File: config.mk
export PLATFORM = sky130hd
export DESIGN_NAME = power_top
export DESIGN_NICKNAME = d
export VERILOG_FILES = /design/src/source/power_pkg.sv /design/src/source/pad_sync.sv /design/src/source/pause_seq.sv /design/src/source/gpio_bank.sv /design/src/source/power_core.sv /design/src/source/power_top.sv
export VERILOG_INCLUDE_DIRS = /design/src /design/src/include
export SDC_FILE = /design/constraint.sdc
export NUM_CORES = 1
export LEC_CHECK = 0
export BUFFER_PORTS_ARGS = -buffer_cell sky130_fd_sc_hd__buf_2
export CORE_MARGIN = 2
export CORE_UTILIZATION = 47
export CTS_CLUSTER_DIAMETER = 100
export DETAILED_ROUTE_END_ITERATION = 8
export MAX_ROUTING_LAYER = met4
export PLACE_DENSITY = 0.79
export RECOVER_POWER = 50
export SLEW_MARGIN = 20
export SYNTH_ARGS = -nofsm -noshare
export SYNTH_HDL_FRONTEND = slang
export SYNTH_SLANG_ARGS = --single-unit
File: constraint.sdc
create_clock -name clk_i -period 1.3 [get_ports clk_i]
set_input_delay 0.065 -clock clk_i [delete_from_list [all_inputs] [get_ports clk_i]]
set_output_delay 0.065 -clock clk_i [all_outputs]
set_load 0.02 [all_outputs]
File: src/include/power_macros.svh
`ifndef POWER_MACROS_SVH
`define POWER_MACROS_SVH

// ####################
// power subsystem sizing
// ####################

`define PWR_NO_MEMS      3 // memories that take part in pausing
`define PWR_NO_GPIOS     2
`define PWR_GPIO_WIDTH   8 // pins per port
`define PWR_FUNC_WIDTH   2 // alternate function select bits per pin
`define PWR_SRST_CYCLES  4 // soft reset stretch after reset release

`define PWR_CFG_AW       3 // port index in the upper bits, field in the lower two
`define PWR_CFG_DW       16

// total pin count over all ports
`define PWR_NO_PINS      (`PWR_NO_GPIOS * `PWR_GPIO_WIDTH)

`endif

File: src/source/power_pkg.sv
`default_nettype none

`include "power_macros.svh"

package power_pkg;

    // ####################
    // pad and config types
    // ####################

    typedef struct packed {
        logic o;     // value driven when the pin is an output
        logic mode;  // 1 selects output
        logic otype; // 1 selects open drain
    } io_pad_t;

    typedef struct packed {
        logic                   we;    // one cycle write strobe
        logic [`PWR_CFG_AW-1:0] addr;  // also the read-back address
        logic [`PWR_CFG_DW-1:0] wdata;
    } cfg_req_t;

    // ####################
    // sequencer states
    // ####################

    typedef enum logic [1:0] {
        RUN,
        DRAIN,
        PAUSED,
        RESUME
    } pause_state_e;

endpackage

`default_nettype wire

File: src/source/pad_sync.sv
`timescale 1ns/1ps
`default_nettype none

module pad_sync #(
    parameter type payload_t = logic
) (
    input  wire logic     clk_i,
    input  wire logic     rst_n_i,
    input  wire payload_t d_i,
    output payload_t      q_o
);

    payload_t meta_q; // first stage may go metastable

    always_ff @(posedge clk_i) begin
        if (!rst_n_i) begin
            meta_q <= '0;
            q_o    <= '0;
        end else begin
            meta_q <= d_i;
            q_o    <= meta_q;
        end
    end

endmodule

`default_nettype wire

File: src/source/pause_seq.sv
`timescale 1ns/1ps
`default_nettype none

`include "power_macros.svh"

module pause_seq (
    input  wire logic                    clk_i,
    input  wire logic                    rst_n_i,
    input  wire logic                    pause_req_i,
    input  wire logic [`PWR_NO_MEMS-1:0] mem_ack_sync_i,
    output logic [`PWR_NO_MEMS-1:0]      mem_pause_req_o,
    output logic [`PWR_NO_MEMS-1:0]      mem_srst_o,
    output logic                         pause_ack_o
);

    localparam int CNT_W = $clog2(`PWR_SRST_CYCLES + 1);

    power_pkg::pause_state_e state_q;
    power_pkg::pause_state_e state_d;

    logic             ack_q;
    logic             all_ack;
    logic             none_ack;
    logic [CNT_W-1:0] srst_cnt_q;

    assign all_ack  = &mem_ack_sync_i;
    assign none_ack = ~|mem_ack_sync_i;

    // ####################
    // pause handshake
    // ####################

    always_comb begin
        state_d = state_q;
        case (state_q)
            power_pkg::RUN: begin
                if (pause_req_i) begin
                    state_d = power_pkg::DRAIN;
                end
            end
            power_pkg::DRAIN: begin
                if (all_ack) begin
                    state_d = power_pkg::PAUSED;
                end else if (!pause_req_i) begin
                    state_d = power_pkg::RESUME; // request withdrawn before all memories stopped
                end
            end
            power_pkg::PAUSED: begin
                if (!pause_req_i) begin
                    state_d = power_pkg::RESUME;
                end
            end
            default: begin
                if (none_ack) begin
                    state_d = power_pkg::RUN;
                end
            end
        endcase
    end

    always_ff @(posedge clk_i) begin
        if (!rst_n_i) begin
            state_q         <= power_pkg::RUN;
            ack_q           <= 1'b0;
            mem_pause_req_o <= '0;
        end else begin
            state_q         <= state_d;
            ack_q           <= (state_d == power_pkg::PAUSED) ||
                               (ack_q && (state_d != power_pkg::RUN)); // held through RESUME
            mem_pause_req_o <= {`PWR_NO_MEMS{pause_req_i}};
        end
    end

    assign pause_ack_o = ack_q;

    // ####################
    // soft reset stretch
    // ####################

    always_ff @(posedge clk_i) begin
        if (!rst_n_i) begin
            srst_cnt_q <= CNT_W'(`PWR_SRST_CYCLES);
        end else if (srst_cnt_q != '0) begin
            srst_cnt_q <= srst_cnt_q - 1'b1;
        end
    end

    assign mem_srst_o = {`PWR_NO_MEMS{srst_cnt_q != '0}};

endmodule

`default_nettype wire

File: src/source/gpio_bank.sv
`timescale 1ns/1ps
`default_nettype none

`include "power_macros.svh"

module gpio_bank (
    input  wire logic                                     clk_i,
    input  wire logic                                     rst_n_i,
    input  wire power_pkg::cfg_req_t                      cfg_i,
    input  wire logic                                     paused_i,
    input  wire logic [`PWR_NO_PINS-1:0]                  pins_sync_i,
    output power_pkg::io_pad_t [`PWR_NO_PINS-1:0]         pads_o,
    output logic [`PWR_NO_PINS-1:0][`PWR_FUNC_WIDTH-1:0]  func_o,
    output logic [`PWR_CFG_DW-1:0]                        cfg_rdata_o
);

    localparam int GW = `PWR_GPIO_WIDTH;
    localparam int FW = `PWR_FUNC_WIDTH;
    localparam int PW = `PWR_CFG_AW - 2;

    logic [`PWR_NO_GPIOS-1:0][GW-1:0]    out_q;
    logic [`PWR_NO_GPIOS-1:0][GW-1:0]    mode_q;
    logic [`PWR_NO_GPIOS-1:0][GW-1:0]    otype_q;
    logic [`PWR_NO_GPIOS-1:0][GW*FW-1:0] func_q;

    logic [PW-1:0] port_idx;
    logic [1:0]    field;

    assign port_idx = cfg_i.addr[`PWR_CFG_AW-1:2];
    assign field    = cfg_i.addr[1:0];

    // ####################
    // config registers
    // ####################

    always_ff @(posedge clk_i) begin
        if (!rst_n_i) begin
            out_q   <= '0;
            mode_q  <= '0;
            otype_q <= '0;
            func_q  <= '0;
        end else if (cfg_i.we && !paused_i) begin // frozen while paused
            case (field)
                2'd0: out_q[port_idx]   <= cfg_i.wdata[GW-1:0];
                2'd1: mode_q[port_idx]  <= cfg_i.wdata[GW-1:0];
                2'd2: otype_q[port_idx] <= cfg_i.wdata[GW-1:0];
                default: func_q[port_idx] <= cfg_i.wdata[GW*FW-1:0];
            endcase
        end
    end

    // ####################
    // read back
    // ####################

    always_comb begin
        cfg_rdata_o = '0;
        case (field)
            2'd0: cfg_rdata_o[GW-1:0] = pins_sync_i[port_idx*GW +: GW]; // live pins, not out_q
            2'd1: cfg_rdata_o[GW-1:0] = mode_q[port_idx];
            2'd2: cfg_rdata_o[GW-1:0] = otype_q[port_idx];
            default: cfg_rdata_o[GW*FW-1:0] = func_q[port_idx];
        endcase
    end

    // ####################
    // pad drive
    // ####################

    generate
        for (genvar g = 0; g < `PWR_NO_GPIOS; g++) begin : g_port
            for (genvar b = 0; b < GW; b++) begin : g_pin
                assign pads_o[g*GW+b] = '{
                    o:     out_q[g][b],
                    mode:  mode_q[g][b],
                    otype: otype_q[g][b]
                };
                assign func_o[g*GW+b] = func_q[g][b*FW +: FW]; // pin 0 in the low bits
            end
        end
    endgenerate

endmodule

`default_nettype wire

File: src/source/power_core.sv
`timescale 1ns/1ps
`default_nettype none

`include "power_macros.svh"

module power_core (
    input  wire logic                                     clk_i,
    input  wire logic                                     rst_n_i,
    input  wire logic                                     pause_req_i,
    output logic                                          pause_ack_o,
    output logic [`PWR_NO_MEMS-1:0]                       mem_pause_req_o,
    input  wire logic [`PWR_NO_MEMS-1:0]                  mem_pause_ack_i,
    output logic [`PWR_NO_MEMS-1:0]                       mem_srst_o,
    input  wire power_pkg::cfg_req_t                      cfg_i,
    output logic [`PWR_CFG_DW-1:0]                        cfg_rdata_o,
    input  wire logic [`PWR_NO_PINS-1:0]                  pins_i,
    output power_pkg::io_pad_t [`PWR_NO_PINS-1:0]         pads_o,
    output logic [`PWR_NO_PINS-1:0][`PWR_FUNC_WIDTH-1:0]  func_o
);

    typedef logic [`PWR_NO_PINS-1:0] pin_vec_t;
    typedef logic [`PWR_NO_MEMS-1:0] mem_vec_t;

    pin_vec_t pins_sync;
    mem_vec_t mem_ack_sync;

    pad_sync #(.payload_t(pin_vec_t)) pin_sync (
        .clk_i   (clk_i),
        .rst_n_i (rst_n_i),
        .d_i     (pins_i),
        .q_o     (pins_sync)
    );

    pad_sync #(.payload_t(mem_vec_t)) ack_sync (
        .clk_i   (clk_i),
        .rst_n_i (rst_n_i),
        .d_i     (mem_pause_ack_i),
        .q_o     (mem_ack_sync)
    );

    pause_seq seq (
        .clk_i           (clk_i),
        .rst_n_i         (rst_n_i),
        .pause_req_i     (pause_req_i),
        .mem_ack_sync_i  (mem_ack_sync),
        .mem_pause_req_o (mem_pause_req_o),
        .mem_srst_o      (mem_srst_o),
        .pause_ack_o     (pause_ack_o)
    );

    // the paused level locks the pad config
    gpio_bank gpio (
        .clk_i       (clk_i),
        .rst_n_i     (rst_n_i),
        .cfg_i       (cfg_i),
        .paused_i    (pause_ack_o),
        .pins_sync_i (pins_sync),
        .pads_o      (pads_o),
        .func_o      (func_o),
        .cfg_rdata_o (cfg_rdata_o)
    );

endmodule

`default_nettype wire

File: src/source/power_top.sv
`timescale 1ns/1ps
`default_nettype none

`include "power_macros.svh"

module power_top (
    input  wire logic clk_i,
    input  wire logic rst_n_i,

    input  wire logic pause_req_i,
    output logic      pause_ack_o,

    output logic [`PWR_NO_MEMS-1:0]      mem_srst_o,
    output logic [`PWR_NO_MEMS-1:0]      mem_pause_req_o,
    input  wire logic [`PWR_NO_MEMS-1:0] mem_pause_ack_i,

    input  wire logic [`PWR_NO_PINS-1:0]            gpio_i_i,
    output logic [`PWR_NO_PINS-1:0]                 gpio_o_o,
    output logic [`PWR_NO_PINS-1:0]                 gpio_mode_o,
    output logic [`PWR_NO_PINS-1:0]                 gpio_otype_o,
    output logic [`PWR_FUNC_WIDTH*`PWR_NO_PINS-1:0] gpio_func_o,

    input  wire logic                   cfg_we_i,
    input  wire logic [`PWR_CFG_AW-1:0] cfg_addr_i,
    input  wire logic [`PWR_CFG_DW-1:0] cfg_wdata_i,
    output logic [`PWR_CFG_DW-1:0]      cfg_rdata_o
);

    localparam int FW = `PWR_FUNC_WIDTH;

    power_pkg::cfg_req_t                      cfg_req;
    power_pkg::io_pad_t [`PWR_NO_PINS-1:0]    pads;
    logic [`PWR_NO_PINS-1:0][FW-1:0]          func;

    assign cfg_req = '{we: cfg_we_i, addr: cfg_addr_i, wdata: cfg_wdata_i};

    // ####################
    // pad flattening
    // ####################

    generate
        for (genvar i = 0; i < `PWR_NO_PINS; i++) begin : g_pad
            assign gpio_o_o    [i] = pads[i].o;
            assign gpio_mode_o [i] = pads[i].mode;
            assign gpio_otype_o[i] = pads[i].otype;

            assign gpio_func_o[i*FW +: FW] = func[i];
        end
    endgenerate

    power_core core (
        .clk_i   (clk_i),
        .rst_n_i (rst_n_i),

        .pause_req_i (pause_req_i),
        .pause_ack_o (pause_ack_o),

        .mem_pause_req_o (mem_pause_req_o),
        .mem_pause_ack_i (mem_pause_ack_i),
        .mem_srst_o      (mem_srst_o),

        .cfg_i       (cfg_req),
        .cfg_rdata_o (cfg_rdata_o),

        .pins_i (gpio_i_i),
        .pads_o (pads),
        .func_o (func)
    );

endmodule

`default_nettype wire

==> flow_metrics.py, run 1 <==
metrics = {
    "power": {
        "clockPowerShare_pct": 46.6,
        "intPower_mw": 8.24,
        "peakVddDrop_mv": 0.945,
        "power.density_nw_per_um2": 1340,
        "seqPwrFrac_pct": 37.7,
        "switching_share_pct": 24.2,
        "power_frac_comb_pct": 15.6,
        "cellLeakagePower_nw": 3.64,
        "p_switching_mw": 2.63,
        "power.total_mw": 10.9,
    },
    "logic_synthesis": {
        "yosys.area.top_type": "dfxtp_1",
        "syn_inst": 487,
        "ys.warnings.count": 0,
        "ys_types": 36,
        "synth_seq_cells": 125,
        "seq_area_frac_synth_pct": 48.6,
        "synth_nets": 531,
        "synth_area_sq_um": 5150,
        "yosysTopAreaCellShare_pct": 48.6,
        "synthTopCellsByArea": "dfxtp_1, mux2i_1, nand2_1",
        "avgSynthCellArea_sq_um": 10.6,
    },
    "critical_path": {
        "crit_type": "reg2out",
        "cp.arrival_ns": 1.81,
        "r2r_slack_ns": -0.30,
        "crit_path_top_delay_cell": "mux4_2",
        "start_kind": "register",
        "critical-path-max-stage-delay_ns": 0.52,
        "required_ns": 1.24,
        "r2r_end": "core.gpio.func_o[21]",
        "rr_worst_depth": 6,
        "path_cells": "mux4_2 -> mux2_4 -> buf_6",
        "crit_path_end_kind": "output pin",
        "crit_fanout": 2,
    },
    "placed_design": {
        "dpl.hpwl_um": 10100,
        "placed_area_sq_um": 6410,
        "port_buffers": 144,
        "gp_congestion": 0.856,
    },
    "sta": {
        "final_max_slew_viol_count": 0,
        "fin_worst_skew_ns": 0.00682,
        "post-route-min-period_ns": 1.87,
        "min_period_over_period_pct": 144,
        "setup_tns_ns": -14.18,
        "finalHoldViolCount": 0,
        "timing.final.ws_setup_ns": -0.572,
        "tightest_slew_ns": 0.938,
        "rsz0062_at_grt": "true",
        "clock.fmax_ghz": 0.534,
        "slew_headroom_pct": 37.5,
        "finalSetupViolCount": 121,
    },
    "min_path": {
        "min_to": "core.gpio.pads_o[18]",
        "worstHoldStart": "cfg_we_i",
        "worst_hold_path_type": "in2reg",
        "hold_depth": 4,
    },
    "floorplanning": {
        "core_area_sq_um": 10700,
        "pin_count": 145,
        "dieArea_sq_um": 11800,
        "fp.dieW_um": 109,
        "die_y_um": 109,
        "placementRows": 38,
        "initial_core_util_pct": 47.9,
    },
    "grt": {
        "grtUsageTotal_pct": 29.7,
        "grt_pass1_vias": 4805,
        "grt_first_pass_wirelength_um": 25200,
        "grt_max_degree": 66,
        "grt_overflow": 0,
        "antenna_found_initial": 0,
    },
    "outcome": {
        "status": "finished, violations left",
        "violations": "negative setup slack",
    },
    "clocking": {
        "cts.path.max_buffers": 2,
        "cts_htree_levels": 4,
        "cts_root_buf": "clkbuf_8",
        "clk_pin_slew_ns": 0.06,
        "cts_tree": "built",
        "cts.sinks": 125,
        "clkLatencyLatePin_ns": 0.53,
        "cts_buffers": 17,
    },
    "layout": {
        "fin_area_sq_um": 8130,
        "nets": 780,
        "regArea_sq_um": 2550,
        "num_antenna_cells": 0,
        "drive_gt1_share_pct": 49.1,
        "fill_cells": 629,
        "syn2layout_area_growth_pct": 57.8,
        "multiInputGateArea_sq_um": 2770,
    },
    "detailed_routing": {
        "num_vias": 4846,
        "drt_wl_total_um": 19000,
        "antenna_left": 0,
        "drt-wirelength-per-cell_um": 21.4,
        "drt-initial-drc-count": 351,
        "dr.pass1.iters": 5,
        "route.detailed.drc": 0,
        "post_drt_via_cell_ratio": 5.45,
    },
    "flow_run": {
        "drv_cap": 0,
    },
}
-- sequential cells by signal (all words and copies together) (netlist names), named ones only --
name                      count
core.seq.state_q              2
core.ack_sync.q_o             3
core.pin_sync.q_o            16
core.seq.srst_cnt_q           3
core.gpio.func_o             32
core.ack_sync.meta_q          3
core.gpio.pads_o             48
core.pin_sync.meta_q         16
core.seq.mem_pause_req_o      1
-- worst max path at each step --
stage | start | endpoint | slack [ns] | depth (start not counted)
after floorplan | register | core.gpio.func_o[24] | -0.003 | 6
after global placement | cfg_addr_i[0] | cfg_rdata_o[3] | -0.12 | 5
after detailed placement | core.ack_sync.q_o[2] | register | -0.19 | 4
after CTS | core.gpio.pads_o[3] | cfg_rdata_o[1] | -0.54 | 3
after global routing | core.gpio.func_o[6] | cfg_rdata_o[6] | -0.59 | 3
final | core.gpio.func_o[6] | cfg_rdata_o[6] | -0.57 | 3
-- metrics by stage --
stage	std cells	setup slack [ns]	hold WS, ns	utilization [%]
finish	889	-0.572	0.111	75.6
detailed placement	798	-0.187	0.274	59.6
CTS	883	-0.538	0.0636	72.1
global placement	798	-0.121	0.270	59.6
global route	889	-0.594	0.103	75.6
floorplan	487	-0.00340	0.187	-
-- cells by family (layout without fill, tap and decap cells) --
logic type,after synthesis,in the layout,synth area share [%]
buffers and inverters,42,304,4.25
DFF,125,125,48.6
AOI/OAI and AO/OA,44,44,6.37
adders and majority gates,2,2,0.486
muxes,74,74,19.7
xor gates and xnor gates,2,2,0.340
and+or+nand+nor,198,198,20.3
-- power groups by stage --
stage / Sequential (mW) / Combinational, mW / Clock (mW)
finish: 4.10 / 1.70 / 5.07
global route: 4.11 / 1.78 / 5.26
CTS: 4.08 / 1.45 / 5.01
detailed placement: 4.14 / 1.08 / 0
global placement: 4.14 / 1.02 / 0
floorplan: 4.20 / 0.654 / 0
-- synthesized netlist by cell type --
library cell / number
dfxtp_1: 125
mux4_1: 10
a21boi_0: 35
o22ai_1: 1
buf_12: 1
xnor2_1: 2
nand3_2: 2
buf_2: 9
a21boi_1: 5
mux2_2: 3
nand2b_1: 2
or2_2: 1
inv_1: 3
nor4b_1: 1
nor4b_4: 1
and2_1: 42
and4_1: 1
nand3_1: 8
buf_6: 1
nor3_4: 1
clkbuf_1: 21
o21ai_0: 1
buf_4: 7
nor2_2: 1
nand2_1: 80
nand4_1: 1
mux2i_1: 49
nor2_1: 11
nor3b_1: 1
nor2b_1: 43
o211a_1: 1
a31oi_1: 1
ha_1: 2
mux4_2: 6
mux2_4: 6
nand3b_1: 2
-- timing repair --
action | CTS | global route
endpoints found under the hold margin | 105 | 0
buffers inserted | 13 | 9
gates cloned | 1 | 0
pin swaps | 8 | 57
resized for setup | 103 | 130
endpoints found under the setup margin | 56 | 104
hold buffers | 39 | 0
-- placed cells by master, fill, tap and decap left out, drive strengths merged, types with 2 or more instances in the layout --
cell type and count:
mux2i 49, nand3b 2, buf 202, nor2 12, clkinv 2, a21boi 40, clkbuf 54, bufinv 4
nand3 10, inv 3, mux4 16, xnor2 2, nor2b 43, mux2 9, nor4b 2, and2 42
dfxtp 125, ha 2, nand2 80, nand2b 2, dlygate4sd3 39
-- per-layer routing --
metal	vias up	routed length [um]	track usage [%]
li1	2124	-	-
met2	292	9370	49.9
met5	-	0	-
met4	0	903	14.6
met3	99	1640	9.68
met1	2331	7090	31.5
-- critical path: cells and delay by family, from the launching register on --
kind / cells / cell delay, ns
buffers and inverters: 1 / 0.13
flip-flops: 1 / 0.33
multiplexers: 2 / 0.82
-- cell type report --
type | instances | share of cell area [%]
repair buffers | 269 | 24.4
flip-flops and latches | 125 | 31.4
inverters | 3 | 0.139
clock buffers | 26 | 6.13
well taps | 140 | 2.16
clock inverters | 6 | 1.60
multi-input cells | 320 | 34.1
(Power assumes the default switching activity.)
==> inputs of run 2 (changes only) <==
- ABC_AREA: unset -> 1
- CORE_UTILIZATION: 47 -> 46
- PLACE_DENSITY: 0.79 -> 0.78
==> run 2 against run 1 <==
Worst setup slack improved by 0.36 ns. The run still ends with negative setup slack left. Largest cell class is now registers. Sequential share of layout area increased by 4.0 points. Hold slack lost 0.086 ns. First-iteration DRC count increased by 45%. Global-route usage decreased by 2.5 points. Critical path type unchanged. Largest power group unchanged.
==> flow_metrics.py, run 2 <==
metrics = {
    "grt": {
        "antenna_found_initial": 0,
        "grt_overflow": 0,
        "grt_max_degree": 61,
        "grt_first_pass_wirelength_um": 23700,
        "grtUsageTotal_pct": 27.2,
        "grt_pass1_vias": 4867,
    },
    "power": {
        "peakVddDrop_mv": 0.843,
        "power.total_mw": 10.6,
        "cellLeakagePower_nw": 3.22,
        "power.density_nw_per_um2": 1470,
    },
    "detailed_routing": {
        "route.detailed.drc": 0,
        "drt-wirelength-per-cell_um": 15.7,
        "num_vias": 5213,
        "antenna_left": 0,
        "drt_wl_total_um": 15500,
        "post_drt_via_cell_ratio": 5.30,
        "dr.pass1.iters": 6,
        "drt-initial-drc-count": 510,
    },
    "critical_path": {
        "crit_type": "reg2out",
        "crit_path_end_kind": "output pin",
        "cp.arrival_ns": 1.45,
        "required_ns": 1.24,
        "start_kind": "register",
        "crit_fanout": 2,
    },
    "layout": {
        "stdcell_count": 984,
        "regArea_sq_um": 2550,
        "syn2layout_area_growth_pct": 46.0,
        "multiInputGateArea_sq_um": 2030,
        "fin_area_sq_um": 7200,
        "utilization_pct": 69.4,
        "fill_cells": 809,
        "final_common_cell": "nand2_1",
        "num_antenna_cells": 0,
        "largest_reg_flops": 48,
        "drive_gt1_share_pct": 32.8,
        "layout_common_cells": "nand2_1, a21oi_1, dfxtp_1",
        "nets": 881,
    },
    "logic_synthesis": {
        "yosys.area.top_type": "dfxtp_1",
        "synth_seq_cells": 125,
        "yosysTopAreaCellShare_pct": 50.8,
        "ys_top_cells_by_count": "dfxtp_1, a21oi_1, nand2_1",
        "synthTopCellsByArea": "dfxtp_1, a21oi_1, o21ai_0",
        "synth_area_sq_um": 4930,
        "ys_types": 22,
        "ys.warnings.count": 0,
        "async_flop_share_pct": 0,
        "avgSynthCellArea_sq_um": 7.70,
        "synth_edf_count": 0,
        "seq_area_frac_synth_pct": 50.8,
        "ys.flop_type": "dfxtp_1",
        "yosysMostFrequentCell": "dfxtp_1",
        "synth_nets": 684,
        "syn_inst": 640,
    },
    "sta": {
        "tightest_slew_ns": 0.675,
        "final_max_slew_viol_count": 0,
        "rsz0062_at_grt": "true",
        "timing.final.ws_setup_ns": -0.214,
        "setup_tns_ns": -2.67,
        "finalHoldViolCount": 0,
        "clock.fmax_ghz": 0.661,
        "fin_worst_skew_ns": 0.00645,
        "slew_headroom_pct": 55.0,
        "post-route-min-period_ns": 1.51,
        "min_period_over_period_pct": 116,
        "finalSetupViolCount": 40,
        "fin_hold_ws_ns": 0.0251,
    },
    "floorplanning": {
        "core_area_sq_um": 10400,
        "pin_count": 145,
        "dieArea_sq_um": 11600,
        "fp.dieW_um": 108,
        "die_y_um": 108,
        "initial_core_util_pct": 47.5,
        "placementRows": 37,
    },
    "clocking": {
        "clkLatencyLatePin_ns": 0.53,
        "cts.sinks": 125,
        "cts_root_buf": "clkbuf_8",
        "cts.path.max_buffers": 2,
        "cts_htree_levels": 4,
        "clk_pin_slew_ns": 0.06,
        "cts_buffers": 17,
        "cts_tree": "built",
    },
    "placed_design": {
        "gp_congestion": 0.869,
        "port_buffers": 144,
        "placed_area_sq_um": 5800,
        "pre_cts_ws_ns": 0.00244,
        "dpl.hpwl_um": 9700,
        "placed_cells": 894,
    },
    "flow_run": {
        "drv_cap": 0,
    },
    "outcome": {
        "status": "finished, violations left",
        "violations": "negative setup slack",
    },
    "min_path": {
        "worst_hold_path_type": "in2reg",
    },
}
-- run 2: worst paths after layout --
path,cells after the start,start,end,slack (ns)
setup / recovery,5,core.gpio.func_o[1],cfg_rdata_o[1],-0.21
hold / removal,5,cfg_we_i,core.gpio.pads_o[34],0.03
setup reg to reg,7,register,core.gpio.func_o[7],0.04
hold reg to reg,2,core.pin_sync.meta_q[10],core.pin_sync.q_o[10],0.41
-- run 2: area by class of cell --
| cell class | count | share of cell area, % |
|---|---|---|
| clock buffer | 23 | 6.62 |
| clock inverter | 7 | 1.88 |
| inverter | 102 | 5.32 |
| multi-input combinational | 372 | 28.2 |
| sequential | 125 | 35.4 |
| tap | 136 | 2.36 |
| timing repair buffer | 219 | 20.2 |
-- run 2: where the power goes --
part	switching [mW]	internal (mW)	total, mW
logic	0.921	0.644	1.56
registers	0.115	4.04	4.15
clock network	1.59	3.29	4.88
total	2.63	7.97	10.6
-- run 2: worst max-delay path, stage by stage (launching register included) --
cell and delay [ns]:
dfxtp_2 0.33, inv_2 0.05, a21oi_2 0.16, o21ai_2 0.10, nand4_1 0.14, buf_6 0.14
-- run 2: cells by family after synthesis --
family	synth area share (%)
flip-flops	50.8
XOR/XNOR	0.178
AND/OR/NAND/NOR	15.4
buffers and inverters	12.0
AO/OA/AOI/OAI	21.2
adder cells (fa/ha/maj)	0.508
-- run 2: per-layer routing --
layer / vias to the layer above / track usage, % / part of all wire (%)
met5: - / - / 0
met4: 0 / 12.8 / 4.3
met3: 66 / 5.99 / 8.2
met2: 274 / 44.3 / 48
met1: 2400 / 32.1 / 39
li1: 2473 / - / -
-- run 2: repair_timing --
action,in CTS,in global routing
setup buffers,15,8
resized for setup,144,39
endpoints found under the setup margin,21,79
hold buffers,37,0
hold endpoints to repair,101,0
pin swaps,20,17
